## config.mk

```make
export PLATFORM = sky130hd
export DESIGN_NAME = riscv_core_top
export DESIGN_NICKNAME = d
export VERILOG_FILES = /design/src/riscv_pkg.sv /design/src/decode_stage.sv /design/src/edge_pulse.sv /design/src/execute_stage.sv /design/src/fetch_unit.sv /design/src/reg_file.sv /design/src/riscv_core_top.sv /design/src/run_control.sv /design/src/store_unit.sv
export VERILOG_INCLUDE_DIRS = /design/src
export SDC_FILE = /design/constraint.sdc
export NUM_CORES = 2
export LEC_CHECK = 0
export BUFFER_PORTS_ARGS = -buffer_cell sky130_fd_sc_hd__buf_2
export CORE_ASPECT_RATIO = 0.75
export CORE_UTILIZATION = 53
export CTS_CLUSTER_SIZE = 8
export DETAILED_ROUTE_END_ITERATION = 7
export PLACE_DENSITY = 0.78
export SLEW_MARGIN = 5
export SYNTH_ARGS = -nofsm -noshare
export SYNTH_HDL_FRONTEND = slang
export SYNTH_SLANG_ARGS = --single-unit
```

## constraint.sdc

```tcl
create_clock -name clk -period 16.65 [get_ports clk]
set_input_delay 0.8325 -clock clk [delete_from_list [all_inputs] [get_ports clk]]
set_output_delay 0.8325 -clock clk [all_outputs]
set_load 0.03 [all_outputs]
```

## src/riscv_defines.svh

```systemverilog
`ifndef RISCV_DEFINES_SVH
`define RISCV_DEFINES_SVH

// datapath and address width
`define XLEN 32

// register file geometry
`define REG_ADDR_W 5
`define NUM_REGS 32

// byte step between consecutive fetches
`define INSTR_STEP 32'd4

// matching cycles of final value before the stop flag
`define STOP_HOLD_CYCLES 32'd30

// addi x0, x0, 0
`define NOP_INSTR 32'h0000_0013

`endif

```

## src/riscv_pkg.sv

```systemverilog
`include "riscv_defines.svh"

package riscv_pkg;

    typedef logic [`XLEN-1:0] word_t;
    typedef logic [`REG_ADDR_W-1:0] reg_idx_t;

    // major opcodes the core executes, all else retires as a no-op
    typedef enum logic [6:0] {
        OP_OTHER = 7'b0000000,
        OP_LUI   = 7'b0110111,
        OP_ADDI  = 7'b0010011,
        OP_ADD   = 7'b0110011,
        OP_STORE = 7'b0100011
    } opcode_e;

    // instruction word paired with its pc
    typedef struct packed {
        logic  valid;
        word_t pc;
        word_t instr;
    } fetch_out_t;

    typedef struct packed {
        logic     valid;
        opcode_e  opcode;
        reg_idx_t rd;
        reg_idx_t rs1;
        reg_idx_t rs2;
        word_t    op1;
        word_t    op2;
        word_t    imm;
        logic     write_en;
    } decode_out_t;

    // result is the effective address for stores
    typedef struct packed {
        logic     valid;
        reg_idx_t rd;
        logic     write_en;
        word_t    result;
        logic     is_store;
        word_t    store_data;
    } exec_out_t;

endpackage

```

## src/decode_stage.sv

```systemverilog
`include "riscv_defines.svh"

module decode_stage import riscv_pkg::*; (
    input  logic        clk,
    input  logic        reset,
    input  fetch_out_t  fetch_i,
    output reg_idx_t    rs1_o,
    output reg_idx_t    rs2_o,
    input  word_t       op1_i,
    input  word_t       op2_i,
    output decode_out_t decode_o
);
    word_t       instr;
    logic [2:0]  funct3;
    logic [6:0]  funct7;
    decode_out_t dec_next;

    // empty slot decodes as a nop
    assign instr  = fetch_i.valid ? fetch_i.instr : `NOP_INSTR;
    assign funct3 = instr[14:12];
    assign funct7 = instr[31:25];
    assign rs1_o  = instr[19:15];
    assign rs2_o  = instr[24:20];

    always_comb begin
        dec_next.valid    = fetch_i.valid;
        dec_next.opcode   = OP_OTHER;
        dec_next.rd       = instr[11:7];
        dec_next.rs1      = rs1_o;
        dec_next.rs2      = rs2_o;
        dec_next.op1      = op1_i;
        dec_next.op2      = op2_i;
        dec_next.imm      = '0;
        dec_next.write_en = 1'b0;
        case (instr[6:0])
            OP_LUI: begin
                dec_next.opcode   = OP_LUI;
                dec_next.imm      = {instr[31:12], 12'b0};
                dec_next.write_en = 1'b1;
            end
            OP_ADDI: begin
                if (funct3 == 3'b000) begin
                    dec_next.opcode   = OP_ADDI;
                    dec_next.imm      = {{20{instr[31]}}, instr[31:20]};
                    dec_next.write_en = 1'b1;
                end
            end
            OP_ADD: begin
                if ((funct3 == 3'b000) && (funct7 == 7'b0)) begin
                    dec_next.opcode   = OP_ADD;
                    dec_next.write_en = 1'b1;
                end
            end
            OP_STORE: begin
                // word stores only
                if (funct3 == 3'b010) begin
                    dec_next.opcode = OP_STORE;
                    dec_next.imm    = {{20{instr[31]}}, instr[31:25], instr[11:7]};
                end
            end
            default: begin
            end
        endcase
    end

    always_ff @(posedge clk) begin
        if (reset) begin
            decode_o.valid    <= 1'b0;
            decode_o.write_en <= 1'b0;
        end else begin
            decode_o <= dec_next;
        end
    end

    store_no_write_a: assert property (@(posedge clk) disable iff (reset)
        decode_o.valid |-> !(decode_o.write_en && (decode_o.opcode == OP_STORE)));
endmodule

```

## src/edge_pulse.sv

```systemverilog
module edge_pulse (
    input  logic clk,
    input  logic reset,
    input  logic level_i,
    output logic pulse_o
);
    logic level_q;

    always_ff @(posedge clk) begin
        if (reset) begin
            level_q <= 1'b0;
            pulse_o <= 1'b0;
        end else begin
            level_q <= level_i;
            // high for one cycle on a low to high change
            pulse_o <= level_i & ~level_q;
        end
    end
endmodule

```

## src/execute_stage.sv

```systemverilog
module execute_stage import riscv_pkg::*; (
    input  logic        clk,
    input  logic        reset,
    input  decode_out_t decode_i,
    input  exec_out_t   wb_i,
    output exec_out_t   exec_o
);
    logic      wb_hit;
    word_t     src_a;
    word_t     src_b;
    exec_out_t exec_next;

    assign wb_hit = wb_i.valid && wb_i.write_en && (wb_i.rd != '0);

    // forward from the instruction one ahead
    assign src_a = (wb_hit && (wb_i.rd == decode_i.rs1)) ? wb_i.result : decode_i.op1;
    assign src_b = (wb_hit && (wb_i.rd == decode_i.rs2)) ? wb_i.result : decode_i.op2;

    always_comb begin
        exec_next.valid      = decode_i.valid;
        exec_next.rd         = decode_i.rd;
        exec_next.write_en   = decode_i.write_en;
        exec_next.is_store   = (decode_i.opcode == OP_STORE);
        exec_next.store_data = src_b;
        case (decode_i.opcode)
            OP_LUI:   exec_next.result = decode_i.imm;
            OP_ADDI:  exec_next.result = src_a + decode_i.imm;
            OP_ADD:   exec_next.result = src_a + src_b;
            // effective address
            OP_STORE: exec_next.result = src_a + decode_i.imm;
            default:  exec_next.result = '0;
        endcase
    end

    always_ff @(posedge clk) begin
        if (reset) begin
            exec_o.valid    <= 1'b0;
            exec_o.write_en <= 1'b0;
            exec_o.is_store <= 1'b0;
        end else begin
            exec_o <= exec_next;
        end
    end
endmodule

```

## src/fetch_unit.sv

```systemverilog
`include "riscv_defines.svh"

module fetch_unit import riscv_pkg::*; (
    input  logic       clk,
    input  logic       reset,
    input  logic       start_i,
    input  logic       run_en_i,
    input  word_t      initial_pc_i,
    output logic       imem_req_o,
    output word_t      imem_addr_o,
    input  word_t      imem_rdata_i,
    output fetch_out_t fetch_o
);
    word_t pc;
    word_t req_pc;
    logic  req_pending;

    // one request per cycle while running
    assign imem_req_o  = run_en_i;
    assign imem_addr_o = pc;

    always_ff @(posedge clk) begin
        if (reset) begin
            pc          <= '0;
            req_pending <= 1'b0;
        end else begin
            if (start_i) begin
                pc <= initial_pc_i;
            end else if (run_en_i) begin
                pc <= pc + `INSTR_STEP;
            end
            req_pending <= imem_req_o;
        end
    end

    always_ff @(posedge clk) begin
        req_pc <= pc;
    end

    // bram data returns one cycle after the request
    assign fetch_o = '{valid: req_pending, pc: req_pc, instr: imem_rdata_i};
endmodule

```

## src/reg_file.sv

```systemverilog
`include "riscv_defines.svh"

module reg_file import riscv_pkg::*; (
    input  logic      clk,
    input  logic      reset,
    input  reg_idx_t  rs1_i,
    input  reg_idx_t  rs2_i,
    output word_t     op1_o,
    output word_t     op2_o,
    input  exec_out_t wb_i
);
    word_t regs [`NUM_REGS];
    logic  wr_en;

    assign wr_en = wb_i.valid && wb_i.write_en && (wb_i.rd != '0);

    always_ff @(posedge clk) begin
        if (reset) begin
            for (int i = 0; i < `NUM_REGS; i++) begin
                regs[i] <= '0;
            end
        end else if (wr_en) begin
            regs[wb_i.rd] <= wb_i.result;
        end
    end

    // x0 reads zero, a same-cycle write is passed through
    always_comb begin
        if (rs1_i == '0) begin
            op1_o = '0;
        end else if (wr_en && (wb_i.rd == rs1_i)) begin
            op1_o = wb_i.result;
        end else begin
            op1_o = regs[rs1_i];
        end
        if (rs2_i == '0) begin
            op2_o = '0;
        end else if (wr_en && (wb_i.rd == rs2_i)) begin
            op2_o = wb_i.result;
        end else begin
            op2_o = regs[rs2_i];
        end
    end
endmodule

```

## src/riscv_core_top.sv

```systemverilog
`include "riscv_defines.svh"

module riscv_core_top import riscv_pkg::*; (
    input  logic       clk,
    input  logic       reset,
    input  word_t      ctrl_i,
    input  word_t      mem_offset_i,
    input  word_t      initial_pc_i,
    input  word_t      success_code_i,
    output logic       imem_req_o,
    output word_t      imem_addr_o,
    input  word_t      imem_rdata_i,
    output logic [3:0] dmem_we_o,
    output word_t      dmem_addr_o,
    output word_t      dmem_wdata_o,
    output word_t      final_value_o,
    output word_t      cycle_count_o,
    output logic       stop_o
);
    logic        start_pulse;
    logic        run_en;
    fetch_out_t  fetch_bus;
    decode_out_t decode_bus;
    exec_out_t   exec_bus;
    reg_idx_t    rs1_idx;
    reg_idx_t    rs2_idx;
    word_t       rf_op1;
    word_t       rf_op2;

    // bit 0 of the control word starts a run
    edge_pulse u_edge_pulse (
        .clk     (clk),
        .reset   (reset),
        .level_i (ctrl_i[0]),
        .pulse_o (start_pulse)
    );

    run_control u_run_control (
        .clk            (clk),
        .reset          (reset),
        .start_i        (start_pulse),
        .final_value_i  (final_value_o),
        .success_code_i (success_code_i),
        .run_en_o       (run_en),
        .cycle_count_o  (cycle_count_o),
        .stop_o         (stop_o)
    );

    fetch_unit u_fetch_unit (
        .clk          (clk),
        .reset        (reset),
        .start_i      (start_pulse),
        .run_en_i     (run_en),
        .initial_pc_i (initial_pc_i),
        .imem_req_o   (imem_req_o),
        .imem_addr_o  (imem_addr_o),
        .imem_rdata_i (imem_rdata_i),
        .fetch_o      (fetch_bus)
    );

    reg_file u_reg_file (
        .clk   (clk),
        .reset (reset),
        .rs1_i (rs1_idx),
        .rs2_i (rs2_idx),
        .op1_o (rf_op1),
        .op2_o (rf_op2),
        .wb_i  (exec_bus)
    );

    decode_stage u_decode_stage (
        .clk      (clk),
        .reset    (reset),
        .fetch_i  (fetch_bus),
        .rs1_o    (rs1_idx),
        .rs2_o    (rs2_idx),
        .op1_i    (rf_op1),
        .op2_i    (rf_op2),
        .decode_o (decode_bus)
    );

    // execute register doubles as write-back and forwarding source
    execute_stage u_execute_stage (
        .clk      (clk),
        .reset    (reset),
        .decode_i (decode_bus),
        .wb_i     (exec_bus),
        .exec_o   (exec_bus)
    );

    store_unit u_store_unit (
        .clk           (clk),
        .reset         (reset),
        .exec_i        (exec_bus),
        .mem_offset_i  (mem_offset_i),
        .dmem_we_o     (dmem_we_o),
        .dmem_addr_o   (dmem_addr_o),
        .dmem_wdata_o  (dmem_wdata_o),
        .final_value_o (final_value_o)
    );
endmodule

```

## src/run_control.sv

```systemverilog
`include "riscv_defines.svh"

module run_control import riscv_pkg::*; (
    input  logic  clk,
    input  logic  reset,
    input  logic  start_i,
    input  word_t final_value_i,
    input  word_t success_code_i,
    output logic  run_en_o,
    output word_t cycle_count_o,
    output logic  stop_o
);
    word_t hold_cnt;
    logic  code_match;

    assign code_match = (final_value_i == success_code_i);

    always_ff @(posedge clk) begin
        if (reset) begin
            run_en_o      <= 1'b0;
            cycle_count_o <= '0;
            hold_cnt      <= '0;
            stop_o        <= 1'b0;
        end else begin
            if (start_i) begin
                run_en_o      <= 1'b1;
                cycle_count_o <= '0;
            end else if (run_en_o) begin
                cycle_count_o <= cycle_count_o + 1'b1;
            end
            // saturates once the hold target is reached
            if (code_match && (hold_cnt < `STOP_HOLD_CYCLES)) begin
                hold_cnt <= hold_cnt + 1'b1;
            end
            if (hold_cnt == `STOP_HOLD_CYCLES) begin
                stop_o <= 1'b1;
            end
        end
    end

    // stop is sticky until the next reset
    stop_sticky_a: assert property (@(posedge clk) disable iff (reset)
        stop_o |=> stop_o);
endmodule

```

## src/store_unit.sv

```systemverilog
module store_unit import riscv_pkg::*; (
    input  logic       clk,
    input  logic       reset,
    input  exec_out_t  exec_i,
    input  word_t      mem_offset_i,
    output logic [3:0] dmem_we_o,
    output word_t      dmem_addr_o,
    output word_t      dmem_wdata_o,
    output word_t      final_value_o
);
    logic store_valid;

    assign store_valid = exec_i.valid && exec_i.is_store;

    // full word writes only
    assign dmem_we_o    = store_valid ? 4'hf : 4'h0;
    // bram is addressed relative to the offset
    assign dmem_addr_o  = exec_i.result - mem_offset_i;
    assign dmem_wdata_o = exec_i.store_data;

    // success mailbox sits at the base of data memory
    always_ff @(posedge clk) begin
        if (reset) begin
            final_value_o <= '0;
        end else if (store_valid && (exec_i.result == mem_offset_i)) begin
            final_value_o <= exec_i.store_data;
        end
    end
endmodule

```

### Word level (Yosys, flattened, before mapping)

Memories as Yosys holds them, arrays and structs flattened. A register that Yosys moved wholly into a read port is not among the register bits.
Cells that the tools add are included.

* add/sub/neg operators: 6
* $lt $le $gt $ge: 1
* equal/unequal tests: 14
* multiplexer cells: 24
* bitwise logic cells: 2
* reduce and logical (&&, ||, !) cells: 19

Operators by type and width (count)
* 32-bit 2-to-1 mux: 7
* 32-bit case mux with 3 select lines: 2
* 32-bit by 1-bit adder with 32-bit output (second input constant): 2
* 32-bit adder: 2
* 32-bit equality test: 2
* 7-bit by 6-bit equality test with 1-bit output (second input constant): 6
* 33-bit 2-to-1 mux: 1
* 32-bit by 3-bit adder with 32-bit output (second input constant): 1
* 32-bit by 5-bit equality test with 1-bit output (second input constant): 1
* 32-bit by 5-bit < comparator with 1-bit output (second input constant): 1
* 32-bit OR reduction: 1
* 32-bit subtractor: 1
* 7-bit case mux with 4 select lines: 1
* 7-bit by 5-bit equality test with 1-bit output (second input constant): 2
* 6-bit 2-to-1 mux: 2
* 5-bit equality test: 2
* 5-bit logical NOT: 2
* 5-bit 2-to-1 mux: 2
* 1-bit logical AND: 8
* 7-bit logical NOT: 1
* 1-bit 2-to-1 mux: 7
* 5-bit nonzero test: 1
* 4-bit 2-to-1 mux: 1
* 2-bit OR reduction: 2
* 7 further kinds: 8

* bits in registers: 261
* bits in writable memories: 1024
* input bits: 162
* output and inout port bits: 166
* logic and storage cells: 89
* memories: 1

Memory list
* u_reg_file.regs: depth 32, bits a word 32, read ports 2, clocked after memory_dff 2, write ports 32, RTL line reg_file.sv:12 `` word_t regs [`NUM_REGS]; ``

### Longest topological paths before layout

* word-level depth: 7
* mapped depth: 19
* depth with buffers taken out: 17

### Hierarchy

Synthesis repeated with hierarchy kept, for this count alone.

* cells, all modules: 5777
* area, all modules: 74400.1 um^2

By module, submodules not included
* reg_file: instances 1, cells an instance 4008, area an instance 55828.5 um^2, sequential area each 30749.5 um^2
* execute_stage: instances 1, cells an instance 503, area an instance 5420.2 um^2, sequential area each 2132.0 um^2
* decode_stage: instances 1, cells an instance 230, area an instance 4234.1 um^2, sequential area each 3493.4 um^2
* store_unit: instances 1, cells an instance 444, area an instance 3354.5 um^2, sequential area each 640.6 um^2
* run_control: instances 1, cells an instance 307, area an instance 2835.2 um^2, sequential area each 1321.3 um^2
* fetch_unit: instances 1, cells an instance 281, area an instance 2668.8 um^2, sequential area each 1301.2 um^2
* edge_pulse: instances 1, cells an instance 4, area an instance 58.8 um^2, sequential area each 40.0 um^2

### Worst setup path before layout

No wires, ideal clock.

* path kind: input to register
* start: input port reset
* end: memory u_reg_file.regs[11][0] (netlist name), enable pin
* setup time: 0.862 ns
* arrival time: 11.005 ns
* data required time: 15.788 ns
* path slack: 4.783 ns
* stages on the path: 3
* buffers on the path: 1
* path through: inv_1 clkbuf_1 o21ai_0

RTL lines
* from (decl): RTL line riscv_core_top.sv:5 `input logic reset,`
* to (decl): RTL line reg_file.sv:12

==> run summary <==
vias in the first global route = 58926
Core Area = 0.139 sq mm
final net count = 7395
non-filler instance count after layout = 9074
Die H = 326 um
async set-reset flop share out of synthesis = 0
Pleak = 0.0309 uW
Antenna Nets Post-Route = 0
syn avg cell area = 10.4 sq um
FP Rows = 118
Req. time, crit path = 17210 ps
Setup crit start = u_execute_stage.exec_o[68]
Synth top area share = 0.488
Arrival @ worst endpoint = 7000 ps
Yosys reg bits = 1346
reg-to-reg slack, setup = 10210 ps
area leader, netlist = edfxtp_1
layout cells sized above 1 = 0.174
Max Clk Rate = 0.155 GHz
Warnings, synthesis = 0
Period minus WS final = 6440 ps
# IOs = 328
pwr dens = 103 mW/mm^2
tightest hold margin = 253 ps
post_cts resized = 0
Cell Area, Synth = 0.0743 sq mm
gpl congestion = 0.980
DR vias = 61503
Post-Place Cell Area = 0.0775 sq mm
peak supply drop = 0.0910 mV
Initial DRT Pass Iterations = 7
worst skew pair latency = 830 ps
Die Wd = 434 um
routed vias/inst = 6.78
Multi-input gate area = 0.0330 sq mm
initial core utilization = 0.536
DRT iter0 DRCs = 10821
Reg area = 0.0390 sq mm
Layout Skew = 36.8 ps
Post-synth EDFFs = 1208
Setup CP Type = reg2reg
initial antenna violation count = 10
setup TNS = 0 ps
R2R Path Start = u_execute_stage.exec_o[68]
failing checks = max-capacitance violations
Filler cells = 10937
Remaining DRCs = 0
Clock transition at path regs = 60 ps
Crit path largest cell delay = 840 ps
worst rel slew slack = 0.00475
Max Transition Viols Final = 0
P&R area growth vs syn = 11.2%
Routed WL per cell = 28.9 um
worst hold path type = in2reg
Overall Global Routing Usage = 0.360
Max Root-Sink Buffers = 3
Die ar. = 0.142 sq mm
placed cell count = 8835
M1 GR Usage = 0.501
library cells used by synthesis = 78
Synth Instances = 7159
slowest stage cell, crit path = or3_1
largest net degree at the start of global routing = 140
CP endpoint kind = flop
CTS hold repair buffers = 0
CTS sink count = 1346
crit path launch type = flop
Post-DP HPWL = 156000 um
status = complete, but fails checks
CTS tree = yes
IO buf count = 296
Root Buffer Master = clkbuf_16
final WL = 262000 um
crit-path cells = or3_1, o311a_1, nand4_2, buf_4, o21ai_0, mux2_2, ha_1, fa_1, a21o_1, nand3_1, a31oi_1, a221oi_2, o21ai_1, a31oi_1, o21ai_0, xor2_1, a22o_1
met3 usage = 0.113
grt met2 use = 0.502
Layout Utilization = 0.596
global routing's busiest layer = met2
final hold violations = 0
total clock buffers created by CTS = 186
RSZ-0062 raised after global routing = no
sequential area share after synthesis = 0.525
setup bufs post-CTS = 0
largest fanout on the critical path = 34
Final setup viols = 0
max_cap viols = 1
top cells by area, synth = edfxtp_1, and2_1, mux2_2
first-pass GRT wire length = 378000 um
grt ovf = 0
Hold Startpoint = initial_pc_i[27]
design area = 0.0826 sq mm
Top FF cell, synth = edfxtp_1
Worst Max-Slew Pin Slew = 1490 ps
H-tree levels = 4
fin crit share = 0.387
## critical path: cells and delay by family (launching register included)
kind	cells	cell delay, ps
AO/OA/AOI/OAI	9	2820
adder cells (fa/ha/maj)	2	680
XOR/XNOR	1	180
multiplexers	1	300
buffers and inverters	1	460
AND/OR/NAND/NOR	3	1030
flip-flops	1	670
## sequential cells by signal (all words and copies together) (netlist names)
name,flops
u_reg_file.regs,1024
u_decode_stage.decode_o,117
u_execute_stage.exec_o,72
u_fetch_unit.imem_addr_o,32
u_run_control.cycle_count_o,32
u_run_control.hold_cnt,32
u_store_unit.final_value_o,32
u_edge_pulse.level_q,1
u_edge_pulse.pulse_o,1
u_fetch_unit.req_pending,1
u_run_control.run_en_o,1
u_run_control.stop_o,1
## logic make-up (layout without fill, tap and decap cells)
| family | Yosys count | after routing | share of synthesized area |
|---|---|---|---|
| AO/OA/AOI/OAI | 1768 | 1768 | 0.144 |
| AND/OR/NAND/NOR | 2464 | 2464 | 0.170 |
| XOR/XNOR | 155 | 155 | 0.0183 |
| multiplexers | 609 | 609 | 0.0900 |
| other | 1 | 36 | 0.0000505 |
| buffers and inverters | 748 | 768 | 0.0407 |
| adder cells (fa/ha/maj) | 68 | 68 | 0.0117 |
| flip-flops | 1346 | 1346 | 0.525 |
## cells in the mapped netlist (61+ instances only)
cell and number:
ha_1 66, and3_1 92, mux2i_1 135, buf_1 70, clkbuf_1 509, nor2_1 143
o21ai_0 143, nand2_1 948, edfxtp_1 1208, nor3_1 79, buf_2 67, nor2b_1 110
a311oi_1 67, a211oi_1 197, a22oi_1 129, dfxtp_1 138, mux2_2 474, and2_1 952
inv_1 61, a21oi_1 953, o22ai_1 64, xor2_1 69, a2111oi_0 65, xnor2_1 86
## cell usage in the layout (no fill, tap or decap), types with 22 or more instances in the layout
cell type  Yosys  routed
edfxtp_1    1208    1208
a21oi_1      953     953
and2_1       952     952
nand2_1      948     938
mux2_2       474     474
buf_2         67     291
a211oi_1     197     197
clkbuf_16      0     189
buf_4         36     171
dfxtp_1      138     138
mux2i_1      135     135
a22oi_1      129     129
nor2_1       143     113
o21ai_0      143     112
nor2b_1      110     108
and3_1        92      92
xnor2_1       86      86
nor3_1        79      78
xor2_1        69      69
a311oi_1      67      67
ha_1          66      66
o22ai_1       64      64
inv_1         61      58
a21o_1        55      55
a2111oi_0     65      52
nand3_1       41      40
o21ai_4        0      33
clkbuf_1     509      32
conb_1         1      32
a22o_1        30      30
nor2_4         0      28
nand4_1       23      23
or3_1         22      22
## metal layers
| metal | wire length (um) | share of wire |
|---|---|---|
| met1 | 96100 | 0.37 |
| met2 | 109000 | 0.42 |
| met3 | 42700 | 0.16 |
| met4 | 14400 | 0.055 |
| met5 | 97 | 0.00037 |
## report_power, final
part / internal, uW / total [uW] / switching, uW
combinational: 340 / 1110 / 766
sequential: 3820 / 3910 / 97.2
clock: 2020 / 3470 / 1450
## worst paths after layout
kind / end / cells after the start
worst max register to register: u_execute_stage.exec_o[53] / 17
worst min-delay path: u_fetch_unit.imem_addr_o[27] / 3
worst max-delay path: u_execute_stage.exec_o[53] / 17
worst min register to register: u_edge_pulse.pulse_o / 1
## final cells by class
cell class                      instances  share of cell area
Antenna cell                            4            0.000121
Clock buffer                          221              0.0587
Clock inverter                         12             0.00233
Inverter                               66             0.00345
Multi-Input combinational cell       5096               0.400
Sequential cell                      1346               0.473
Tap cell                             1860              0.0282
Timing Repair Buffer                  469              0.0344
## per-stage QoR
step | total power, uW | setup slack (ps)
after global placement | 5000 | 10520
after global routing | 8650 | 9980
final | 8480 | 10210
after CTS | 8420 | 10430
after detailed placement | 5020 | 10460
after floorplan | 4630 | 4780
Power figures use the tool's default switching activity.
